$ cat src/logic/icache_macros.svh
`ifndef ICACHE_MACROS_SVH
`define ICACHE_MACROS_SVH

// Cache geometry
`define ICACHE_LINES       8
`define ITAG_BITS          13
`define BLOCK_OFFSET_BITS  3

// Memory block width in bits
`define MEM_BLOCK_BITS     64

// Tags 1 to 15 are live, tag 0 marks an idle response
`define NUM_MEM_TAGS       15
`define MEM_TAG_BITS       ($clog2(`NUM_MEM_TAGS + 1))

// One MSHR slot per memory tag plus one spare
`define MSHR_DEPTH         (`NUM_MEM_TAGS + 1)

// Must be nonzero for the victim LFSR
`define LFSR_SEED          5

`endif

$ cat src/logic/mem_if_pkg.sv
`include "icache_macros.svh"

package mem_if_pkg;

    // Tag handed out by memory, zero means none
    typedef logic [`MEM_TAG_BITS-1:0] mem_tag_t;

    // One cache block of instruction data
    typedef logic [`MEM_BLOCK_BITS-1:0] mem_block_t;

    // Block address toward memory, offset bits are zero
    typedef struct packed {
        logic                                     valid;
        logic [`ITAG_BITS+`BLOCK_OFFSET_BITS-1:0] addr;
    } mem_req_t;

    // Data returned for an earlier request
    typedef struct packed {
        mem_tag_t   tag;
        mem_block_t data;
    } mem_resp_t;

endpackage

$ cat src/logic/icache_pkg.sv
`include "icache_macros.svh"

package icache_pkg;

    import mem_if_pkg::*;

    typedef logic [`ITAG_BITS-1:0] i_tag_t;

    // Fetch address split into block tag and byte offset
    typedef struct packed {
        i_tag_t                         tag;
        logic [`BLOCK_OFFSET_BITS-1:0]  offset;
    } i_addr_t;

    typedef struct packed {
        logic    valid;
        i_addr_t addr;
    } fetch_req_t;

    // Data is zero on a miss
    typedef struct packed {
        logic       hit;
        mem_block_t data;
    } fetch_resp_t;

    typedef struct packed {
        logic       valid;
        i_tag_t     tag;
        mem_block_t data;
    } cache_line_t;

    // Fill request from the MSHR, data comes from the response bus
    typedef struct packed {
        logic   valid;
        i_tag_t tag;
    } fill_t;

    typedef struct packed {
        logic     valid;
        mem_tag_t mem_tag;
        i_tag_t   i_tag;
    } mshr_entry_t;

    typedef logic [$clog2(`ICACHE_LINES)-1:0] line_idx_t;
    typedef logic [$clog2(`MSHR_DEPTH)-1:0]   mshr_ptr_t;

endpackage

$ cat src/logic/icache_mshr.sv
`include "icache_macros.svh"

module icache_mshr
    import mem_if_pkg::*;
    import icache_pkg::*;
(
    input  logic        clock,
    input  logic        reset,

    // Lookup from the requester
    input  i_tag_t      i_snoop_tag,
    output logic        o_found,

    // New outstanding miss
    input  mshr_entry_t i_push,

    // Response side
    input  mem_tag_t    i_resp_tag,
    output fill_t       o_fill
);

    mshr_entry_t [`MSHR_DEPTH-1:0] entries;
    mshr_entry_t [`MSHR_DEPTH-1:0] next_entries;
    mshr_ptr_t                     head;
    mshr_ptr_t                     tail;
    mshr_ptr_t                     next_head;
    mshr_ptr_t                     next_tail;
    logic [`MSHR_DEPTH-1:0]        snoop_match;
    logic                          pop;

    // Any live entry for the same block
    always_comb begin
        for (int i = 0; i < `MSHR_DEPTH; i++) begin
            snoop_match[i] = entries[i].valid && (entries[i].i_tag == i_snoop_tag);
        end
    end

    assign o_found = |snoop_match;

    // Responses come back in order, so only the head can match
    assign pop = (i_resp_tag != '0)
              && entries[head].valid
              && (entries[head].mem_tag == i_resp_tag);

    always_comb begin
        o_fill.valid = pop;
        o_fill.tag   = entries[head].i_tag;
    end

    always_comb begin
        next_entries = entries;
        next_head    = head;
        next_tail    = tail;

        if (pop) begin
            next_entries[head].valid = 1'b0;
            next_head                = mshr_ptr_t'(head + 1'b1);
        end

        // Pop first, so a full FIFO can take a push into the freed slot
        if (i_push.valid) begin
            next_entries[tail] = i_push;
            next_tail          = mshr_ptr_t'(tail + 1'b1);
        end
    end

    always_ff @(posedge clock) begin
        if (reset) begin
            head <= '0;
            tail <= '0;
            for (int i = 0; i < `MSHR_DEPTH; i++) begin
                entries[i].valid <= 1'b0;
            end
        end else begin
            head    <= next_head;
            tail    <= next_tail;
            entries <= next_entries;
        end
    end

endmodule

$ cat src/logic/icache_store.sv
`include "icache_macros.svh"

module icache_store
    import mem_if_pkg::*;
    import icache_pkg::*;
(
    input  logic              clock,
    input  logic              reset,

    // Fetch lookup, two slots
    input  fetch_req_t [1:0]  i_fetch_req,
    output fetch_resp_t [1:0] o_fetch_resp,
    output logic [1:0]        o_hit,

    // Fill from the MSHR head
    input  fill_t             i_fill,
    input  mem_block_t        i_fill_data
);

    cache_line_t [`ICACHE_LINES-1:0]  lines;
    logic [1:0][`ICACHE_LINES-1:0]    match;
    logic                             has_free;
    line_idx_t                        free_idx;
    line_idx_t                        lfsr;
    line_idx_t                        victim_idx;

    // Fully associative compare on both ports
    always_comb begin
        for (int j = 0; j < 2; j++) begin
            o_fetch_resp[j].data = '0;
            for (int i = 0; i < `ICACHE_LINES; i++) begin
                match[j][i] = i_fetch_req[j].valid
                           && lines[i].valid
                           && (lines[i].tag == i_fetch_req[j].addr.tag);
                // At most one line matches, so OR-ing is a mux
                if (match[j][i]) begin
                    o_fetch_resp[j].data = o_fetch_resp[j].data | lines[i].data;
                end
            end
            o_fetch_resp[j].hit = |match[j];
        end
    end

    always_comb begin
        for (int j = 0; j < 2; j++) begin
            o_hit[j] = o_fetch_resp[j].hit;
        end
    end

    // Lowest numbered invalid line
    always_comb begin
        has_free = 1'b0;
        free_idx = '0;
        for (int i = `ICACHE_LINES - 1; i >= 0; i--) begin
            if (!lines[i].valid) begin
                has_free = 1'b1;
                free_idx = line_idx_t'(i);
            end
        end
    end

    // x^3 + x^2 + 1, runs through all seven nonzero states
    always_ff @(posedge clock) begin
        if (reset) begin
            lfsr <= line_idx_t'(`LFSR_SEED);
        end else begin
            lfsr <= {lfsr[1:0], lfsr[2] ^ lfsr[1]};
        end
    end

    assign victim_idx = has_free ? free_idx : lfsr;

    always_ff @(posedge clock) begin
        if (reset) begin
            for (int i = 0; i < `ICACHE_LINES; i++) begin
                lines[i].valid <= 1'b0;
            end
        end else if (i_fill.valid) begin
            lines[victim_idx].valid <= 1'b1;
            lines[victim_idx].tag   <= i_fill.tag;
            lines[victim_idx].data  <= i_fill_data;
        end
    end

endmodule

$ cat src/logic/icache_subsystem.sv
module icache_subsystem
    import mem_if_pkg::*;
    import icache_pkg::*;
(
    input  logic              clock,
    input  logic              reset,

    // Fetch stage, slot 0 is older
    input  fetch_req_t [1:0]  i_fetch_req,
    output fetch_resp_t [1:0] o_fetch_resp,

    // Memory side
    output mem_req_t          o_mem_req,
    input  logic              i_mem_req_accepted,
    input  mem_tag_t          i_mem_req_tag,
    input  mem_resp_t         i_mem_resp
);

    logic [1:0]  hit;
    i_tag_t      snoop_tag;
    logic        mshr_found;
    mshr_entry_t mshr_push;
    fill_t       fill;

    miss_requester u_miss_requester (
        .clock              (clock),
        .reset              (reset),
        .i_fetch_req        (i_fetch_req),
        .i_hit              (hit),
        .i_mshr_found       (mshr_found),
        .i_mem_req_accepted (i_mem_req_accepted),
        .i_mem_req_tag      (i_mem_req_tag),
        .o_snoop_tag        (snoop_tag),
        .o_mem_req          (o_mem_req),
        .o_mshr_push        (mshr_push)
    );

    icache_mshr u_icache_mshr (
        .clock       (clock),
        .reset       (reset),
        .i_snoop_tag (snoop_tag),
        .o_found     (mshr_found),
        .i_push      (mshr_push),
        .i_resp_tag  (i_mem_resp.tag),
        .o_fill      (fill)
    );

    icache_store u_icache_store (
        .clock        (clock),
        .reset        (reset),
        .i_fetch_req  (i_fetch_req),
        .o_fetch_resp (o_fetch_resp),
        .o_hit        (hit),
        .i_fill       (fill),
        .i_fill_data  (i_mem_resp.data)
    );

endmodule

$ cat src/logic/miss_requester.sv
`include "icache_macros.svh"

module miss_requester
    import mem_if_pkg::*;
    import icache_pkg::*;
(
    input  logic             clock,
    input  logic             reset,
    input  fetch_req_t [1:0] i_fetch_req,
    input  logic [1:0]       i_hit,
    input  logic             i_mshr_found,
    input  logic             i_mem_req_accepted,
    input  mem_tag_t         i_mem_req_tag,
    output i_tag_t           o_snoop_tag,
    output mem_req_t         o_mem_req,
    output mshr_entry_t      o_mshr_push
);

    logic   miss_valid;
    i_tag_t miss_tag;
    logic   duplicate;
    logic   accept;
    logic   last_valid;
    i_tag_t last_tag;
    logic   pending;

    // Slot 0 is the older instruction and wins
    always_comb begin
        miss_valid = 1'b0;
        miss_tag   = i_fetch_req[1].addr.tag;
        if (i_fetch_req[0].valid && !i_hit[0]) begin
            miss_valid = 1'b1;
            miss_tag   = i_fetch_req[0].addr.tag;
        end else if (i_fetch_req[1].valid && !i_hit[1]) begin
            miss_valid = 1'b1;
        end
    end

    assign o_snoop_tag = miss_tag;

    // Already in the MSHR, or accepted last cycle and not yet recorded
    assign duplicate = i_mshr_found || (last_valid && (last_tag == miss_tag));

    always_comb begin
        o_mem_req.valid = miss_valid && !duplicate;
        o_mem_req.addr  = {miss_tag, {`BLOCK_OFFSET_BITS{1'b0}}};
    end

    assign accept = o_mem_req.valid && i_mem_req_accepted;

    always_ff @(posedge clock) begin
        if (reset) begin
            last_valid <= 1'b0;
            pending    <= 1'b0;
        end else begin
            pending <= accept;
            if (accept) begin
                last_valid <= 1'b1;
            end
        end
    end

    always_ff @(posedge clock) begin
        if (accept) begin
            last_tag <= miss_tag;
        end
    end

    // Memory tag shows up one cycle after the accept
    always_comb begin
        o_mshr_push.valid   = pending;
        o_mshr_push.mem_tag = i_mem_req_tag;
        o_mshr_push.i_tag   = last_tag;
    end

endmodule

$ cat config.mk
export PLATFORM = sky130hd
export DESIGN_NAME = icache_subsystem
export DESIGN_NICKNAME = d
export VERILOG_FILES = /design/src/logic/mem_if_pkg.sv /design/src/logic/icache_pkg.sv /design/src/logic/icache_mshr.sv /design/src/logic/icache_store.sv /design/src/logic/icache_subsystem.sv /design/src/logic/miss_requester.sv
export VERILOG_INCLUDE_DIRS = /design/src /design/src/logic
export SDC_FILE = /design/constraint.sdc
export NUM_CORES = 2
export LEC_CHECK = 0
export BUFFER_PORTS_ARGS = -buffer_cell sky130_fd_sc_hd__buf_2
export CAP_MARGIN = 20
export CORE_UTILIZATION = 30
export CTS_CLUSTER_SIZE = 25
export DETAILED_ROUTE_END_ITERATION = 10
export PLACE_DENSITY = 0.48
export SYNTH_ARGS = -nofsm -noshare
export SYNTH_HDL_FRONTEND = slang
export SYNTH_SLANG_ARGS = --single-unit
$ cat constraint.sdc
create_clock -name clock -period 21.7 [get_ports clock]
set_input_delay 1.085 -clock clock [delete_from_list [all_inputs] [get_ports clock]]
set_output_delay 1.085 -clock clock [all_outputs]
set_load 0.005 [all_outputs]
==> flow_metrics.env <==
export IMPL_status="completed"
export IMPL_cts_resized_gates=0
export IMPL_arrival_ps=6950
export IMPL_drv_slew=0
export IMPL_maxSlewHeadroom_pct=23.0
export IMPL_crit_path_end_kind="output port"
export IMPL_async_reset_ff_share_pct=0
export IMPL_fin_crit_ps=8040
export IMPL_fin_nets=4270
export IMPL_rows=148
export IMPL_synth_top_area_share_pct=54.8
export IMPL_grt_pass1_wl_um=290000
export IMPL_worst_pin_slew_ps=1150
export IMPL_die_height_um=408
export IMPL_tns_ps=0
export IMPL_postLayoutCellArea_mm2=0.0567
export IMPL_ys_warn_count=0
export IMPL_dp_hpwl_um=121000
export IMPL_cts_tree="yes"
export IMPL_hold_class="flip-flop to flip-flop"
export IMPL_syn_inst=4016
export IMPL_post_cts_buffers=0
export IMPL_critPathRequiredTime_ps=20610
export IMPL_ir_drop_uv=61.5
export IMPL_seq_area_frac_synth_pct=56.3
export IMPL_clk_pin_slew_ps=60
export IMPL_track_usage_pct=24.5
export IMPL_grt_pass1_vias=36500
export IMPL_numPortBuffers=246
export IMPL_synth_seq_cells=938
export IMPL_wirelength_um=211000
export IMPL_crit_path_start_kind="input pin"
export IMPL_synth_distinct_cells=70
export IMPL_drive_gt1_share_pct=15.9
export IMPL_dp_cells=6215
export IMPL_synth_top_family_by_area="simple AND/OR/NAND/NOR gates"
export IMPL_max_freq_mhz=124
export IMPL_place_congestion=0.984
export IMPL_detail_route_antenna_nets=0
export IMPL_dr_total_vias=38200
export IMPL_synth_edf_count=901
export IMPL_syn_cell_area_mm2=0.0494
export IMPL_drtIter0Drc=5449
export IMPL_cts_sinks=938
export IMPL_synth_compound_area_share_pct=11.9
export IMPL_placed_area_mm2=0.0530
export IMPL_avgSynthCellArea_um2=12.3
export IMPL_clk_path_buf_depth=3
export IMPL_skew_ps=73.6
export IMPL_power_leakage_nw=19.0
export IMPL_drv_cap=0
export IMPL_num_fill_cells=15900
export IMPL_yosys_top_cells_count="901 x edfxtp_1, 520 x and2_1, 265 x a22oi_1"
export IMPL_period_share_pct=37.0
export IMPL_fin_ws_ps=13660
export IMPL_power_density_mw_per_mm2=71.6
export IMPL_synth_mux_area_share_pct=4.25
export IMPL_core_area_mm2=0.163
export IMPL_yosys_area_share_adder_pct=0.203
export IMPL_synth_area_leaders="edfxtp_1 55%, and2_1 6.6%, xnor2_1 4.4%, mux4_2 4.1%, a22oi_1 4.0%"
export IMPL_dpl_worst_slack_ps=13820
export IMPL_cts_buffers=109
export IMPL_viasPerCell=5.94
export IMPL_wl_per_cell_um=32.8
export IMPL_antenna_found_initial=27
export IMPL_dominantRegCellSynth="edfxtp_1"
export IMPL_synth_simple_area_share_pct=15.8
export IMPL_io_pins=256
export IMPL_dr_pass1_iters=7
export IMPL_whs_ps=472
export IMPL_cts_htree_levels=3
export IMPL_synth_most_common_cell="edfxtp_1"
export IMPL_area_growth_pct=14.8
export IMPL_hold_viol_final=0
export IMPL_grt_max_degree=65
export IMPL_drc=0
export IMPL_cts_root_buf="clkbuf_16"
export IMPL_clk_latency_ps=750
export IMPL_grt_overflow_total=0
export IMPL_setup_violations=0
export IMPL_synth_xor_area_share_pct=8.08
export IMPL_rsz0062_at_grt="false"
export IMPL_cts_hold_buf=0
export IMPL_critical_path_class="input pin to output port"
export IMPL_r2r_slack_ps=15480
export IMPL_dieArea_mm2=0.166
export IMPL_die_w_um=408
export IMPL_synth_area_leader_cell="edfxtp_1"
export IMPL_start_util_pct=30.3
export IMPL_stdcell_count=6432
export IMPL_crit_fanout=30
==> cell families after synthesis <==
| kind of cell | after synthesis |
|---|---|
| and+or+nand+nor | 1342 |
| DFF | 938 |
| AOI/OAI and AO/OA | 756 |
| xor gates and xnor gates | 454 |
| buffers and inverters | 420 |
| muxes | 97 |
| adders and majority gates | 8 |
| other | 1 |
==> metal layers <==
metal	GRT usage (%)	wire, µm	vias up
li1	-	-	15700
met1	33.6	87900	19500
met2	37.4	93400	2437
met3	5.02	20700	516
met4	10.1	8860	16
met5	0	92	-
==> per-stage QoR <==
step                      total power, mW  util, %
final                                4.06     34.7
after global routing                 4.15     34.7
after CTS                            4.08     34.7
after detailed placement             2.22     32.5
after global placement               2.22     32.5
after floorplan                      2.12        -
==> registers in the layout, summed over array words and instances, names as in the netlist <==
register / count
u_icache_store.lines: 624
u_icache_mshr.entries: 288
u_miss_requester.last_tag: 13
u_icache_mshr.head: 4
u_icache_mshr.tail: 4
u_icache_store.lfsr: 3
u_miss_requester.last_valid: 1
u_miss_requester.pending: 1
==> cell usage in the layout, fill, tap and decap left out, drive strengths merged, types with 90 or more instances in the layout <==
master,Yosys,layout
xnor2,246,246
edfxtp,901,901
and2,520,520
a22o,136,136
and3,229,229
clkbuf,238,139
mux4,90,90
nor2,117,117
nand3,151,151
a22oi,265,265
a221oi,137,137
nor4,102,102
xor2,208,208
buf,106,368
==> power by group <==
part           switching (mW)  internal [mW]
clock network           0.796           1.07
logic                   0.157         0.0614
registers             0.00837           1.96
==> final cells by class <==
type                            count  area, µm²  area share, %
Sequential cell                   938      27800           49.1
Antenna cell                       12       30.0         0.0530
Multi-Input combinational cell   2660      20100           35.4
Tap cell                         2175       2720           4.80
Timing Repair Buffer              368       2180           3.85
Inverter                           76        285          0.503
Clock inverter                     64        687           1.21
Clock buffer                      139       2880           5.08
==> path summary, 6_finish.rpt <==
check / startpoint / to / cells after the start
setup / recovery: i_fetch_req[7] / o_mem_req[16] / 15
hold / removal: u_icache_store.lfsr[0] / u_icache_store.lfsr[1] / 1
setup reg to reg: u_icache_store.lines[614] / u_miss_requester.last_tag[1] / 14
hold reg to reg: u_icache_store.lfsr[0] / u_icache_store.lfsr[1] / 1
==> critical path, cell delays in order <==
cell and delay [ps]:
buf_2 800, xor2_1 260, nor2_1 70, and4_4 330, or4_1 1040, nor3_4 320, buf_4 500, mux2i_1 840
inv_1 440, xnor2_1 230, nand4_1 90, o22ai_1 90, nor4_2 460, and2_1 230, buf_2 120
(Power assumes the default switching activity.)
